===== config.mk =====
export PLATFORM = sky130hd
export DESIGN_NAME = motion_top
export DESIGN_NICKNAME = d
export VERILOG_FILES = /design/src/rtl/motion_pkg.sv /design/src/rtl/motion_timing_if.sv /design/src/rtl/motion_config.sv /design/src/rtl/motion_sequencer.sv /design/src/rtl/motion_top.sv /design/src/rtl/motor_drive.sv
export SDC_FILE = /design/constraint.sdc
export NUM_CORES = 1
export LEC_CHECK = 0
export BUFFER_PORTS_ARGS = -buffer_cell sky130_fd_sc_hd__buf_2
export CORE_ASPECT_RATIO = 2
export CORE_MARGIN = 2
export CORE_UTILIZATION = 45
export DETAILED_ROUTE_END_ITERATION = 8
export PLACE_DENSITY_LB_ADDON = 0.1
export SLEW_MARGIN = 0
export SYNTH_ARGS = -nofsm -noshare
export SYNTH_HDL_FRONTEND = slang
export SYNTH_HIERARCHICAL = 1
export SYNTH_SLANG_ARGS = --single-unit

===== constraint.sdc =====
create_clock -name clock -period 4.3 [get_ports clock]
set_input_delay 0.215 -clock clock [delete_from_list [all_inputs] [get_ports clock]]
set_output_delay 0.215 -clock clock [all_outputs]
set_load 0.01 [all_outputs]

===== src/rtl/motion_pkg.sv =====
`default_nettype none

package motion_pkg;

   ////////////////////
   // field widths
   ////////////////////

   // every timing setting and every tick counter
   localparam int tick_width = 32;

   // one move command word
   localparam int command_width = 12;

   // turn count, 15 degrees per step
   localparam int angle_width = 5;

   // travel count, four inches per step
   localparam int distance_width = 7;

   // calibration-mode flag lives in the top bit of the calib register
   localparam int calib_mode_bit = tick_width - 1;

   ////////////////////
   // command word
   ////////////////////

   // normal mode: angle in the upper bits, distance below
   typedef struct packed {
      logic [angle_width-1:0]    angle;
      logic [distance_width-1:0] distance;
   } steer_fields_t;

   // calibration mode: whole word is a run length
   typedef struct packed {
      logic [command_width-1:0] duration;
   } calib_fields_t;

   // same 12 bits, read according to the mode at acceptance
   typedef union packed {
      steer_fields_t steer;
      calib_fields_t calib;
   } move_command_t;

   ////////////////////
   // drive and registers
   ////////////////////

   // direction code from sequencer to motor drive
   typedef enum logic [1:0] {
      dir_stop       = 2'b00,
      dir_forward    = 2'b01,
      dir_spin_right = 2'b10
   } drive_dir_t;

   // timing register map
   typedef enum logic [1:0] {
      reg_turn_ticks  = 2'd0,
      reg_step_ticks  = 2'd1,
      reg_pause_ticks = 2'd2,
      reg_calib       = 2'd3
   } cfg_addr_t;

endpackage

`default_nettype wire


===== src/rtl/motion_timing_if.sv =====
`timescale 1ns/10ps
`default_nettype none

interface motion_timing_if;

   // cycles per 15 degree turn step
   logic [motion_pkg::tick_width-1:0] turn_ticks;

   // cycles per four inch travel step
   logic [motion_pkg::tick_width-1:0] step_ticks;

   // motors-off gap between spin and drive
   logic [motion_pkg::tick_width-1:0] pause_ticks;

   // cycles per calibration interval
   logic [motion_pkg::tick_width-1:0] calib_ticks;

   // duration reading of the command word
   logic calib_mode;

   // register block side
   modport regs (output turn_ticks, step_ticks, pause_ticks, calib_ticks, calib_mode);

   // sequencer side
   modport seq (input turn_ticks, step_ticks, pause_ticks, calib_ticks, calib_mode);

endinterface

`default_nettype wire


===== src/rtl/motion_config.sv =====
`timescale 1ns/10ps
`default_nettype none

module motion_config #(
   parameter logic [motion_pkg::tick_width-1:0] default_turn_ticks  = 32'd1_250_000,
   parameter logic [motion_pkg::tick_width-1:0] default_step_ticks  = 32'd2_500_000,
   parameter logic [motion_pkg::tick_width-1:0] default_pause_ticks = 32'd25_000_000,
   parameter logic [motion_pkg::tick_width-1:0] default_calib_ticks = 32'd2_500_000
) (
   input  wire logic                                clock,
   input  wire logic                                reset,
   input  wire logic                                cfg_write,
   input  wire motion_pkg::cfg_addr_t               cfg_addr,
   input  wire logic [motion_pkg::tick_width-1:0]   cfg_data,
   motion_timing_if.regs                            timing
);

   localparam int mode_bit = motion_pkg::calib_mode_bit;

   // setting registers
   logic [motion_pkg::tick_width-1:0] turn_q;
   logic [motion_pkg::tick_width-1:0] step_q;
   logic [motion_pkg::tick_width-1:0] pause_q;
   // tick count below the mode flag
   logic [motion_pkg::tick_width-1:0] calib_q;

   ////////////////////
   // register writes
   ////////////////////

   always_ff @(posedge clock) begin
      if (reset) begin
         turn_q  <= default_turn_ticks;
         step_q  <= default_step_ticks;
         pause_q <= default_pause_ticks;
         // come up in normal mode
         calib_q <= {1'b0, default_calib_ticks[mode_bit-1:0]};
      end else if (cfg_write) begin
         case (cfg_addr)
            motion_pkg::reg_turn_ticks: begin
               turn_q <= cfg_data;
            end
            motion_pkg::reg_step_ticks: begin
               step_q <= cfg_data;
            end
            motion_pkg::reg_pause_ticks: begin
               pause_q <= cfg_data;
            end
            motion_pkg::reg_calib: begin
               // mode bit and tick count written together
               calib_q <= cfg_data;
            end
         endcase
      end
   end

   ////////////////////
   // settings out
   ////////////////////

   assign timing.turn_ticks  = turn_q;
   assign timing.step_ticks  = step_q;
   assign timing.pause_ticks = pause_q;

   // strip the mode flag off the tick count
   assign timing.calib_ticks = {1'b0, calib_q[mode_bit-1:0]};
   assign timing.calib_mode  = calib_q[mode_bit];

endmodule

`default_nettype wire


===== src/rtl/motion_sequencer.sv =====
`timescale 1ns/10ps
`default_nettype none

module motion_sequencer (
   input  wire logic                        clock,
   input  wire logic                        reset,
   input  wire logic                        command_ready,
   input  wire motion_pkg::move_command_t   command,
   motion_timing_if.seq                     timing,
   output motion_pkg::drive_dir_t           dir,
   output logic                             move_busy,
   output logic                             move_done
);

   // padding to bring the command fields up to step counter width
   localparam int angle_pad    = motion_pkg::command_width - motion_pkg::angle_width;
   localparam int distance_pad = motion_pkg::command_width - motion_pkg::distance_width;

   // fsm states
   localparam logic [2:0] st_idle      = 3'd0;
   localparam logic [2:0] st_spin      = 3'd1;
   localparam logic [2:0] st_pause     = 3'd2;
   localparam logic [2:0] st_forward   = 3'd3;
   localparam logic [2:0] st_calibrate = 3'd4;

   logic [2:0] state_q;

   // command and mode held for the whole move
   motion_pkg::move_command_t cmd_q;
   logic                      calib_q;

   // steps done in this phase, ticks done in this step
   logic [motion_pkg::command_width-1:0] step_q;
   logic [motion_pkg::tick_width-1:0]    sub_q;

   // length of the current phase
   logic [motion_pkg::command_width-1:0] step_total;
   logic [motion_pkg::tick_width-1:0]    tick_total;

   logic has_angle;
   logic has_distance;
   logic pause_wanted;
   logic sub_last;
   logic phase_last;

   assign has_angle    = (cmd_q.steer.angle != '0);
   assign has_distance = (cmd_q.steer.distance != '0);

   // a timed pause only between a spin and a drive
   assign pause_wanted = !calib_q && has_angle && has_distance;

   ////////////////////
   // phase length
   ////////////////////

   always_comb begin
      step_total = {{(motion_pkg::command_width-1){1'b0}}, 1'b1};
      tick_total = {{(motion_pkg::tick_width-1){1'b0}}, 1'b1};
      case (state_q)
         st_spin: begin
            step_total = {{angle_pad{1'b0}}, cmd_q.steer.angle};
            tick_total = timing.turn_ticks;
         end
         st_pause: begin
            // otherwise a single motors-off cycle for an empty move
            if (pause_wanted) begin
               tick_total = timing.pause_ticks;
            end
         end
         st_forward: begin
            step_total = {{distance_pad{1'b0}}, cmd_q.steer.distance};
            tick_total = timing.step_ticks;
         end
         st_calibrate: begin
            step_total = cmd_q.calib.duration;
            tick_total = timing.calib_ticks;
         end
         default: begin
            step_total = {{(motion_pkg::command_width-1){1'b0}}, 1'b1};
         end
      endcase
   end

   assign sub_last   = (sub_q == tick_total - 1'b1);
   assign phase_last = sub_last && (step_q == step_total - 1'b1);

   ////////////////////
   // control fsm
   ////////////////////

   always_ff @(posedge clock) begin
      if (reset) begin
         state_q   <= st_idle;
         calib_q   <= 1'b0;
         step_q    <= '0;
         sub_q     <= '0;
         move_done <= 1'b0;
      end else begin
         move_done <= 1'b0;
         if (state_q == st_idle) begin
            step_q <= '0;
            sub_q  <= '0;
            if (command_ready) begin
               calib_q <= timing.calib_mode;
               // first phase with a nonzero count
               if (timing.calib_mode) begin
                  state_q <= (command.calib.duration != '0) ? st_calibrate : st_pause;
               end else if (command.steer.angle != '0) begin
                  state_q <= st_spin;
               end else if (command.steer.distance != '0) begin
                  state_q <= st_forward;
               end else begin
                  state_q <= st_pause;
               end
            end
         end else if (phase_last) begin
            step_q <= '0;
            sub_q  <= '0;
            case (state_q)
               st_spin: begin
                  if (!has_distance) begin
                     state_q   <= st_idle;
                     move_done <= 1'b1;
                  end else if (timing.pause_ticks != '0) begin
                     state_q <= st_pause;
                  end else begin
                     state_q <= st_forward;
                  end
               end
               st_pause: begin
                  if (pause_wanted) begin
                     state_q <= st_forward;
                  end else begin
                     state_q   <= st_idle;
                     move_done <= 1'b1;
                  end
               end
               // forward and calibrate both end the move
               default: begin
                  state_q   <= st_idle;
                  move_done <= 1'b1;
               end
            endcase
         end else if (sub_last) begin
            // next step of the same phase
            sub_q  <= '0;
            step_q <= step_q + 1'b1;
         end else begin
            sub_q <= sub_q + 1'b1;
         end
      end
   end

   // command word latched on acceptance
   always_ff @(posedge clock) begin
      if (state_q == st_idle && command_ready) begin
         cmd_q <= command;
      end
   end

   ////////////////////
   // outputs
   ////////////////////

   // direction straight from the state
   always_comb begin
      case (state_q)
         st_spin:      dir = motion_pkg::dir_spin_right;
         st_forward:   dir = motion_pkg::dir_forward;
         st_calibrate: dir = motion_pkg::dir_forward;
         default:      dir = motion_pkg::dir_stop;
      endcase
   end

   // falls together with the done pulse
   assign move_busy = (state_q != st_idle);

endmodule

`default_nettype wire


===== src/rtl/motion_top.sv =====
`timescale 1ns/10ps
`default_nettype none

module motion_top #(
   // reset values of the timing registers, 25 MHz clock assumed
   parameter logic [motion_pkg::tick_width-1:0] default_turn_ticks  = 32'd1_250_000,
   parameter logic [motion_pkg::tick_width-1:0] default_step_ticks  = 32'd2_500_000,
   parameter logic [motion_pkg::tick_width-1:0] default_pause_ticks = 32'd25_000_000,
   parameter logic [motion_pkg::tick_width-1:0] default_calib_ticks = 32'd2_500_000,
   // blanking on a direct drive reversal
   parameter int                                dead_ticks          = 3
) (
   input  wire logic                                 clock,
   input  wire logic                                 reset,
   input  wire logic                                 command_ready,
   input  wire logic [motion_pkg::command_width-1:0] command,
   input  wire logic                                 cfg_write,
   input  wire motion_pkg::cfg_addr_t                cfg_addr,
   input  wire logic [motion_pkg::tick_width-1:0]    cfg_data,
   output logic                                      motor_l_f,
   output logic                                      motor_r_f,
   output logic                                      motor_l_b,
   output logic                                      motor_r_b,
   output logic                                      move_busy,
   output logic                                      move_done
);

   // timing settings, register block to sequencer
   motion_timing_if timing ();

   // sequencer to motor drive
   motion_pkg::drive_dir_t dir;

   motion_config #(
      .default_turn_ticks  (default_turn_ticks),
      .default_step_ticks  (default_step_ticks),
      .default_pause_ticks (default_pause_ticks),
      .default_calib_ticks (default_calib_ticks)
   ) u_config (
      .clock     (clock),
      .reset     (reset),
      .cfg_write (cfg_write),
      .cfg_addr  (cfg_addr),
      .cfg_data  (cfg_data),
      .timing    (timing.regs)
   );

   motion_sequencer u_sequencer (
      .clock         (clock),
      .reset         (reset),
      .command_ready (command_ready),
      .command       (command),
      .timing        (timing.seq),
      .dir           (dir),
      .move_busy     (move_busy),
      .move_done     (move_done)
   );

   motor_drive #(
      .dead_ticks (dead_ticks)
   ) u_motor_drive (
      .clock     (clock),
      .reset     (reset),
      .dir       (dir),
      .motor_l_f (motor_l_f),
      .motor_r_f (motor_r_f),
      .motor_l_b (motor_l_b),
      .motor_r_b (motor_r_b)
   );

endmodule

`default_nettype wire


===== src/rtl/motor_drive.sv =====
`timescale 1ns/10ps
`default_nettype none

module motor_drive #(
   parameter int dead_ticks = 3
) (
   input  wire logic                     clock,
   input  wire logic                     reset,
   input  wire motion_pkg::drive_dir_t   dir,
   output logic                          motor_l_f,
   output logic                          motor_r_f,
   output logic                          motor_l_b,
   output logic                          motor_r_b
);

   // room for the dead-time count, at least one bit
   localparam int dead_width = $clog2(dead_ticks + 2);

   // code the enables were last built from
   motion_pkg::drive_dir_t last_dir_q;
   // blanking cycles still to go
   logic [dead_width-1:0]  dead_q;

   logic       dir_active;
   logic       last_active;
   logic       reversal;
   // {l_f, r_f, l_b, r_b}
   logic [3:0] pattern;

   assign dir_active  = (dir == motion_pkg::dir_forward) ||
                        (dir == motion_pkg::dir_spin_right);
   assign last_active = (last_dir_q == motion_pkg::dir_forward) ||
                        (last_dir_q == motion_pkg::dir_spin_right);

   // active to a different active code, no stop in between
   assign reversal = (dead_ticks != 0) && dir_active && last_active && (dir != last_dir_q);

   ////////////////////
   // h-bridge patterns
   ////////////////////

   always_comb begin
      case (dir)
         // both front sides
         motion_pkg::dir_forward:    pattern = 4'b1100;
         // left front with right back
         motion_pkg::dir_spin_right: pattern = 4'b1001;
         default:                    pattern = 4'b0000;
      endcase
   end

   ////////////////////
   // enables with dead time
   ////////////////////

   always_ff @(posedge clock) begin
      if (reset) begin
         last_dir_q <= motion_pkg::dir_stop;
         dead_q     <= '0;
         {motor_l_f, motor_r_f, motor_l_b, motor_r_b} <= 4'b0000;
      end else begin
         last_dir_q <= dir;
         if (reversal) begin
            // first blank cycle happens right here
            dead_q <= dead_width'(dead_ticks - 1);
            {motor_l_f, motor_r_f, motor_l_b, motor_r_b} <= 4'b0000;
         end else if (dead_q != '0) begin
            dead_q <= dead_q - 1'b1;
            {motor_l_f, motor_r_f, motor_l_b, motor_r_b} <= 4'b0000;
         end else begin
            {motor_l_f, motor_r_f, motor_l_b, motor_r_b} <= pattern;
         end
      end
   end

endmodule

`default_nettype wire


==> results of run 1 <==
## logic make-up (layout without fill, tap and decap cells)
kind of cell	Yosys count	in the layout
flip-flops	197	197
adder cells (fa/ha/maj)	7	7
AND/OR/NAND/NOR	615	615
AO/OA/AOI/OAI	202	202
other	2	2
buffers and inverters	109	277
XOR/XNOR	84	84
multiplexers	133	133
## worst max-delay path by stage
stage	cells past startpoint	end
finish	17	u_sequencer/state_q[0]
global route	17	u_sequencer/state_q[0]
CTS	17	u_sequencer/state_q[0]
detailed placement	15	u_sequencer/step_q[2]
global placement	15	u_sequencer/step_q[2]
floorplan	15	u_sequencer/step_q[10]
## layer usage
metal	vias up	part of all wire, %	wire length (um)	GRT usage (%)
met5	-	0	0	0
met2	234	54	20900	52.6
met3	105	2.7	1050	3.87
li1	5214	-	-	-
met4	0	6.5	2500	17.0
met1	5207	37	14100	27.5
## layout make-up
type | count | area [sq um] | area share [%]
multi-input cells | 1043 | 7740 | 53.2
flip-flops and latches | 197 | 4070 | 28.0
repair buffers | 223 | 1680 | 11.6
clock buffers | 19 | 433 | 2.98
well taps | 344 | 430 | 2.96
clock inverters | 13 | 96.3 | 0.663
inverters | 22 | 85.1 | 0.585
## stage by stage
step | cells | total power (uW)
6_report | 1861 | 7480
2_1_floorplan | 1349 | 4070
3_5_place_dp | 1804 | 5540
5_1_grt | 1861 | 7830
4_1_cts | 1852 | 7140
3_3_place_gp | 1804 | 5510
## layout by cell type, fill, tap and decap left out, types with 25 or more instances in the layout
cell type	instances
buf_2	53
a21oi_1	27
nand2b_1	128
nor2_1	128
mux2i_1	131
xor2_1	38
o21ai_0	25
nor4bb_1	42
dfxtp_1	182
nand3b_1	26
buf_4	146
nand2_1	46
nand3_1	34
xnor2_1	46
## registers in the layout, indices dropped and copies added, names as in the netlist
signal and cells:
u_motor_drive/motor_r_f 1, u_motor_drive/dead_q 3, u_config/timing.pause_ticks 32, u_sequencer/step_q 12, u_config/calib_q 32, u_config/timing.turn_ticks 32
u_sequencer/sub_q 32, u_config/timing.step_ticks 32, u_motor_drive/motor_l_f 1, u_motor_drive/motor_r_b 1, u_sequencer/move_done 1, u_sequencer/calib_q 1
u_sequencer/cmd_q 12, u_sequencer/state_q 3, u_motor_drive/last_dir_q 2
## synth_stat cells (22+ instances only)
| cell | n | area (sq um) |
|---|---|---|
| inv_1 | 22 | 82.6 |
| dfxtp_1 | 185 | 3700 |
| nand3_1 | 36 | 180 |
| nor4_1 | 24 | 150 |
| a21oi_1 | 33 | 165 |
| mux2i_1 | 131 | 1310 |
| buf_2 | 29 | 145 |
| nand2_1 | 46 | 173 |
| nor4bb_1 | 43 | 430 |
| nor2_1 | 152 | 571 |
| nor3_1 | 23 | 115 |
| xor2_1 | 38 | 333 |
| clkbuf_1 | 36 | 135 |
| nand2b_1 | 128 | 801 |
| o21ai_0 | 28 | 140 |
| nand3b_1 | 26 | 195 |
| xnor2_1 | 46 | 403 |
## power groups by stage
| stage | clock (uW) | combinational (uW) | sequential (uW) |
|---|---|---|---|
| after CTS | 1540 | 3570 | 2030 |
| after floorplan | 0 | 2020 | 2050 |
| final | 1500 | 3950 | 2030 |
| after global routing | 1610 | 4170 | 2040 |
| after global placement | 0 | 3440 | 2070 |
| after detailed placement | 0 | 3470 | 2070 |
## repair_timing
action / CTS / global route
hold endpoints to repair: 12 / 0
gates cloned: 0 / 3
pin swaps: 4 / 33
hold buffers: 12 / 0
endpoints found under the setup margin: 48 / 48
resized for setup: 7 / 81
buffers inserted: 4 / 6
## worst reg2reg max path, delay by kind of cell (launching register included)
family | cells | cell delay [ns]
AND/OR/NAND/NOR | 6 | 2.09
adder cells (fa/ha/maj) | 1 | 0.20
flip-flops | 1 | 0.39
buffers and inverters | 4 | 0.54
AO/OA/AOI/OAI | 6 | 1.18
==> metrics.yaml, run 1 <==
status: "finished with violations"
violations: "negative setup slack"
clock_latency_ns: 0.46
period_minus_slack_ns: 4.52
rsz0062_at_grt: "true"
synth-xor-area-share_pct: 6.18
final_util_pct: 55.5
r2r_start: "u_sequencer/cmd_q[8]"
setup_viol: 47
gp_congestion: 0.930
reg2reg_setup_slack_ns: -0.22
tightest_slew_ns: 1.11
antenna_left: 0
syn2layout_area_growth_pct: 22.1
grt_use_total_pct: 27.4
drv_slew: 0
p_sw_share_pct: 39.6
yosysWarnings: 6
p_sw_uw: 2960
ys.flop_type: "dfxtp_1"
yosysSeqAreaShare_pct: 34.1
final.setup.worst_slack_ns: -0.218
die-area_sq_um: 27800
synthMuxAreaShare_pct: 11.2
antenna_found_initial: 0
post_drt_wl_per_cell_um: 20.7
initial_core_util_pct: 45.5
clock_path_buffers: 2
fmaxAchievable_mhz: 221
internal_power_uw: 4520
syn_inst: 1349
netlist_area_sq_um: 11900
max_stage_delay_ns: 0.58
slew-limit-headroom_pct: 25.9
finalCritPeriodShare_pct: 105
criticalPathCategory: "flop to flop"
dr.pass1.iters: 5
num_vias: 10800
cts.clk_slew.worst_paths_ns: 0.07
synth.distinct_cells: 87
leakage_uw: 0.00592
drive_above_1_share_pct: 23.1
htreeDepth: 4
numCtsBuffers: 17
drv_cap: 0
cp-end-kind: "flop"
min_path_type: "input pin to flop"
synth_top_family_by_area: "simple AND/OR/NAND/NOR gates"
grt_pass1_vias: 10700
timing_hold_violations_final: 0
cp_max_fo: 4
layout.nets: 1561
worst_ir_drop_vdd_v: 0.000282
dr.first_iter.drc_count: 642
clockPowerShare_pct: 20.1
clockRootBuffer: "clkbuf_16"
worstHoldEndpoint: "u_config/timing.turn_ticks[13]"
coreArea_sq_um: 26200
fillers: 2440
dpl_cell_area_sq_um: 13400
power_per_cell_area_nw_per_um2: 515
synthArstFlopShare_pct: 0
worstPathRequired_ns: 4.64
row_count: 84
worst_clock_skew_ns: 0.0129
start_kind: "flop"
power_frac_seq_pct: 27.1
synthSimpleGateAreaFrac_pct: 30.7
io_pins: 56
final_area_sq_um: 14500
cpLargestDelayFamily: "simple AND/OR/NAND/NOR gates"
avgSynthCellArea_sq_um: 8.82
die_w_um: 119
synthAdderAreaFrac_pct: 0.736
hpwl_mm: 28.8
combPwrFrac_pct: 52.8
setup_tns_ns: -5.53
viasPerCell: 5.78
synth-compound-area-share_pct: 12.6
drt_wl_total_mm: 38.5
grt_overflow_total: 0
dieHeight_um: 234
synth_enable_flop_cells: 12
worstSetupStartpoint: "u_sequencer/cmd_q[8]"
pre_cts_ws_ns: -0.397
grt_pass1_wl_mm: 59.1
antennaDiodeCount: 0
slowest_stage: "or4_4"
drc: 0
numPortBuffers: 54
synth_nets: 1406
crit_chain: "or4_4 -> o21a_4 -> a31oi_4 -> ha_4 -> inv_4 -> or4_4 -> nor3_4 -> o21ai_1 -> a311oi_1 -> buf_4 -> o2111ai_2 -> or4b_4 -> buf_6 -> nor4_4 -> buf_4 -> nor3b_1 -> a211o_1"
timing.rr.end: "u_sequencer/state_q[0]"
worstPathBufferInverterCount: 4
grt_max_degree: 200
cts_tree: "done"
hold_depth: 3
reg2regPathDepth: 17
ys_ff_latch: 197
hp-start: "cfg_data[13]"
holdWs_ns: 0.0201
clock-sinks: 197
cp.arrival_ns: 4.86
Note: power is estimated with default switching activity, not from simulation.
==> run 2: changes to the inputs <==
SKIP_LAST_GASP = 1   (was default)
clock period = 5.45 ns   (was 4.3 ns; I/O delays follow)
==> run 2 against run 1 <==
  * The flow now finishes without violations
  * Core utilization fell by 5.3 points
  * Clock power fell by 13%
  * Sequential power fell by 21%
  * Critical path type unchanged
  * Critical endpoint is now u_sequencer/step_q[8]
  * Largest power group unchanged
==> metrics.yaml, run 2 (synthesis gave the netlist of run 1 again) <==
coreArea_sq_um: 26200  # unchanged
slew-limit-headroom_pct: 22.2  # -3.8 points
htreeDepth: 4  # unchanged
dr.pass1.iters: 5  # unchanged
fillers: 2555  # +4.7%
grtUsageMet2_pct: 51.5  # -1.1 points
cpLargestDelayFamily: "simple AND/OR/NAND/NOR gates"
cts_setup_buffers: 0  # -4
criticalPathCategory: "flop to flop"
worstPathBufferInverterCount: 2  # -2
num_vias: 10300  # -4.2%
final_util_pct: 50.3  # -5.3 points
drc: 0  # unchanged
timing_hold_violations_final: 0  # unchanged
leakage_uw: 0.00527  # -11%
final_cell_mix: "dfxtp_1 (182), nor2_1 (152), mux2i_1 (131), nand2b_1 (128), buf_2 (53)"
start_kind: "flop"
worst_clock_skew_ns: 0.0131  # +0.000221 ns
final_common_cell: "dfxtp_1"
clock_path_buffers: 2  # unchanged
status: "finished, final reports clean"
max_stage_delay_ns: 0.65  # +0.07 ns
cts.clk_slew.worst_paths_ns: 0.07  # about the same
grt_use_total_pct: 27.3  # -0.16 points
post_drt_wl_per_cell_um: 21.6  # +4.3%
use_met1_pct: 27.6  # +0.091 points
cts_tree: "done"
antennaDiodeCount: 0  # unchanged
regArea_sq_um: 4070  # unchanged
drive_above_1_share_pct: 12.5  # -11 points
power_per_cell_area_nw_per_um2: 397  # -23%
clock-sinks: 197  # unchanged
clock_latency_ns: 0.46  # about the same
fmaxAchievable_mhz: 195  # -12%
numCtsBuffers: 17  # unchanged
syn2layout_area_growth_pct: 10.6
grt_overflow_total: 0  # unchanged
setup_viol: 0  # -100%
cp_max_fo: 25  # +21
cp.arrival_ns: 5.50  # +0.64 ns
period_minus_slack_ns: 5.12  # +0.604 ns
die-area_sq_um: 27800  # unchanged
dieHeight_um: 234  # unchanged
numPortBuffers: 54  # unchanged
worst_ir_drop_vdd_v: 0.000227  # -20%
grt_max_degree: 95  # -53%
grt_pass1_vias: 10300  # -3.8%
dr.first_iter.drc_count: 592  # -7.8%
initial_core_util_pct: 45.5  # unchanged
grt_pass1_wl_mm: 58.1  # -1.5%
antenna_left: 0  # unchanged
drv_cap: 0  # unchanged
layout.nets: 1437  # -7.9%
grt.busiest_layer: "met2"
cp-end-kind: "flop"
min_path_type: "input pin to flop"
slowest_stage: "or4_4"
drv_slew: 0  # unchanged
hpwl_mm: 28.2  # -2.4%
row_count: 84  # unchanged
worstPathRequired_ns: 5.83  # +1.19 ns
drt_wl_total_mm: 37.5  # -2.6%
setup_tns_ns: 0  # +5.53 ns
tightest_slew_ns: 1.16  # +0.0563 ns
multi_input_area_sq_um: 7340  # -5.2%
crit_chain: "buf_4 -> buf_4 -> nor4bb_1 -> a221oi_2 -> o31ai_1 -> or4_4 -> nor4_1 -> mux2i_1 -> nor4bb_1 -> nand4_1 -> or4_4 -> or3_1 -> a21oi_1"
die_w_um: 119  # unchanged
io_pins: 56  # unchanged
finalCritPeriodShare_pct: 94.0  # -11 points
antenna_found_initial: 0  # unchanged
gp_congestion: 0.978  # +5.2%
viasPerCell: 5.93  # +2.6%
gr-usage-met3_pct: 3.28  # -0.58 points
rsz0062_at_grt: "false"
clockRootBuffer: "clkbuf_16"
-- run 2: what timing repair did --
item / in CTS / in global routing
hold buffers: 6 / 0
gates resized for setup: 0 / 3
setup endpoints to repair: 0 / 37
hold endpoints to repair: 6 / 0
-- run 2: cell type report --
cell class              instances  share of cell area (%)
well taps                     344                    3.27
inverters                      22                   0.627
flip-flops and latches        197                    30.9
multi-input cells            1043                    55.8
clock buffers                  22                    3.38
clock inverters                10                    1.10
repair buffers                 99                    4.94
-- run 2: stage by stage --
step / total power, uW / cells / instance area (sq um) / hold WS (ns) / worst slack, ns
5_1_grt: 5460 / 1737 / 13200 / 0.0137 / 0.0178
3_5_place_dp: 3880 / 1699 / 12500 / 0.459 / 0.201
3_3_place_gp: 3880 / 1699 / 12500 / 0.454 / 0.379
2_1_floorplan: 3160 / 1349 / 11900 / 0.371 / 0.708
6_report: 5220 / 1737 / 13200 / 0.0299 / 0.328
4_1_cts: 5210 / 1737 / 13100 / 0.000857 / 0.192
-- run 2: path summary, 6_finish.rpt --
kind	from	slack (ns)	endpoint	cells after the start
worst max-delay path	u_sequencer/state_q[2]	0.33	u_sequencer/step_q[8]	13
worst min-delay path	command[10]	0.03	u_sequencer/cmd_q[10]	1
worst max register to register	u_sequencer/state_q[2]	0.33	u_sequencer/step_q[8]	13
worst min register to register	u_config/timing.turn_ticks[22]	0.47	u_config/timing.turn_ticks[22]	2
-- run 2: power breakdown --
| part | switching [uW] | internal [uW] |
|---|---|---|
| Sequential | 76.8 | 1540 |
| Clock | 583 | 728 |
| Combinational | 1430 | 860 |
-- run 2: worst register-to-register path, cell delays in order (launching register included) --
cell and delay [ns]:
dfxtp_2 0.52, buf_4 0.35, buf_4 0.34, nor4bb_1 0.11, a221oi_2 0.31, o31ai_1 0.25, or4_4 0.65, nor4_1 0.38
mux2i_1 0.46, nor4bb_1 0.35, nand4_1 0.30, or4_4 0.52, or3_1 0.37, a21oi_1 0.16
-- run 2: metal layers --
metal  wire length, um  vias up
li1                  -     4947
met3              1100      110
met5                 0        -
met2             20000      263
met1             14000     4985
met4              2460        0
==> run 3: changes to the inputs <==
CTS_BUF_LIST = sky130_fd_sc_hd__clkbuf_2   (was default)
==> run 3 against run 2 <==
  * Maximum frequency fell by 1.0%
  * Cell area rose by 0.97%
  * Flip-flop and latch count did not move
  * Clock skew rose by 0.026 ns
  * Hold slack improved by 0.073 ns
  * Worst setup slack got worse by 0.052 ns
  * Non-clock buffer count rose by 47
  * Critical endpoint unchanged
  * Largest power group unchanged
  * Highest routed layer unchanged
==> metrics.yaml, run 3 (synthesis gave the netlist of run 1 again) <==
status: "finished, final reports clean"
dr.first_iter.drc_count: 585  # -1.2%
drt_wl_total_mm: 37.9  # +1.1%
antenna_found_initial: 1  # +1
start_kind: "flop"
max_stage_delay_ns: 0.65  # about the same
tightest_slew_ns: 1.15  # -0.0121 ns
period_minus_slack_ns: 5.17  # +0.0515 ns
crit_chain: "buf_4 -> buf_4 -> nor4bb_1 -> a221oi_2 -> o31ai_1 -> or4_4 -> nor4_1 -> mux2i_1 -> nor4bb_1 -> nand4_1 -> or4_4 -> or3_1 -> a21oi_1"
worst_ir_drop_vdd_v: 0.000205  # -9.8%
setup_viol: 0  # unchanged
numCtsBuffers: 17  # unchanged
pre_cts_ws_ns: 0.201  # unchanged
dr.pass1.iters: 5  # unchanged
row_count: 84  # unchanged
grt_use_total_pct: 27.6  # +0.27 points
worstPathRequired_ns: 6.24  # +0.41 ns
clock-sinks: 197  # unchanged
cts_tree: "done"
criticalPathCategory: "flop to flop"
grt_max_degree: 95  # unchanged
timing_hold_violations_final: 0  # unchanged
min_path_type: "input pin to flop"
worst_clock_skew_ns: 0.0395  # +0.0264 ns
slowest_stage: "or4_4"
drv_slew: 0  # unchanged
drive_above_1_share_pct: 12.6  # +0.15 points
final_cell_mix: "dfxtp_1 (182), nor2_1 (152), mux2i_1 (131), nand2b_1 (128), buf_2 (53)"
layout.nets: 1484  # +3.3%
cp_max_fo: 25  # unchanged
viasPerCell: 5.84  # -1.6%
htreeDepth: 4  # unchanged
leakage_uw: 0.00534  # +1.3%
holdWs_ns: 0.103  # +0.0731 ns
hpwl_mm: 28.2  # unchanged
finalCritPeriodShare_pct: 94.9  # +0.95 points
fmaxAchievable_mhz: 193  # -1.0%
grt_pass1_wl_mm: 58.8  # +1.2%
syn2layout_area_growth_pct: 11.6
drc: 0  # unchanged
gp_congestion: 0.978  # unchanged
grt_overflow_total: 0  # unchanged
initial_core_util_pct: 45.5  # unchanged
num_vias: 10400  # +1.1%
final_common_cell: "dfxtp_1"
cts.clk_slew.worst_paths_ns: 0.29  # +0.22 ns
die-area_sq_um: 27800  # unchanged
final.setup.worst_slack_ns: 0.277  # -0.0515 ns
cp.arrival_ns: 5.96  # +0.46 ns
coreArea_sq_um: 26200  # unchanged
antenna_left: 0  # unchanged
clock_latency_ns: 0.87  # +0.41 ns
numPortBuffers: 54  # unchanged
die_w_um: 119  # unchanged
clockRootBuffer: "clkbuf_2"
post_drt_wl_per_cell_um: 21.2  # -1.7%
p_total_uw: 4740  # -9.2%
power_per_cell_area_nw_per_um2: 357  # -10%
drv_cap: 0  # unchanged
grt_pass1_vias: 10500  # +2.1%
clock_path_buffers: 2  # unchanged
slew-limit-headroom_pct: 23.0  # +0.81 points
io_pins: 56  # unchanged
dieHeight_um: 234  # unchanged
cp-end-kind: "flop"
## run 3: timing repair
item | in CTS | in global routing
gates resized for setup | 0 | 3
endpoints found under the hold margin | 151 | 0
setup buffers | 0 | 3
hold buffers | 50 | 0
setup endpoints to repair | 0 | 44
## run 3: layout make-up
| type | instances | area, sq um |
|---|---|---|
| clock inverters | 10 | 145 |
| inverters | 22 | 82.6 |
| multi-input cells | 1043 | 7340 |
| diodes | 1 | 2.50 |
| clock buffers | 22 | 110 |
| well taps | 344 | 430 |
| flip-flops and latches | 197 | 4070 |
| repair buffers | 146 | 1110 |
| fillers | 2553 | 12900 |
## run 3: layer usage
layer  share of wire [%]  up-vias  GRT usage, %
li1                    -     5038             -
met1                  37     5025          27.7
met2                  54      239          52.3
met3                 2.7      115          3.72
met4                 6.5        0          18.0
met5                   0        -             0
## run 3: worst max-delay path, delay by kind of cell, from the launching register on
kind	cells	cell delay, ns
AO/OA/AOI/OAI	3	0.72
buffers and inverters	2	0.68
flip-flops	1	0.58
multiplexers	1	0.45
AND/OR/NAND/NOR	7	2.66
## run 3: path summary, 6_finish.rpt
path	startpoint	end	slack (ns)	cells after the start
hold / removal	command[6]	u_sequencer/cmd_q[6]	0.10	2
setup / recovery	u_sequencer/state_q[2]	u_sequencer/step_q[8]	0.28	13
setup reg to reg	u_sequencer/state_q[2]	u_sequencer/step_q[8]	0.28	13
hold reg to reg	u_config/timing.turn_ticks[22]	u_config/timing.turn_ticks[22]	0.49	2
## run 3: per-stage QoR
stage               TNS, ns  std cells  cell area, sq um  util, %
finish                    0       1785             13300     50.8
global route        -0.0121       1785             13300     50.8
CTS                       0       1781             13200     50.6
detailed placement        0       1699             12500     47.7
global placement          0       1699             12500     47.7
floorplan                 0       1349             11900        -
## run 3: report_power, final
| part | leakage [uW] | switching [uW] | internal (uW) |
|---|---|---|---|
| registers | 0.00162 | 75.8 | 1540 |
| logic | 0.00356 | 1440 | 884 |
| clock network | 0.000161 | 525 | 271 |
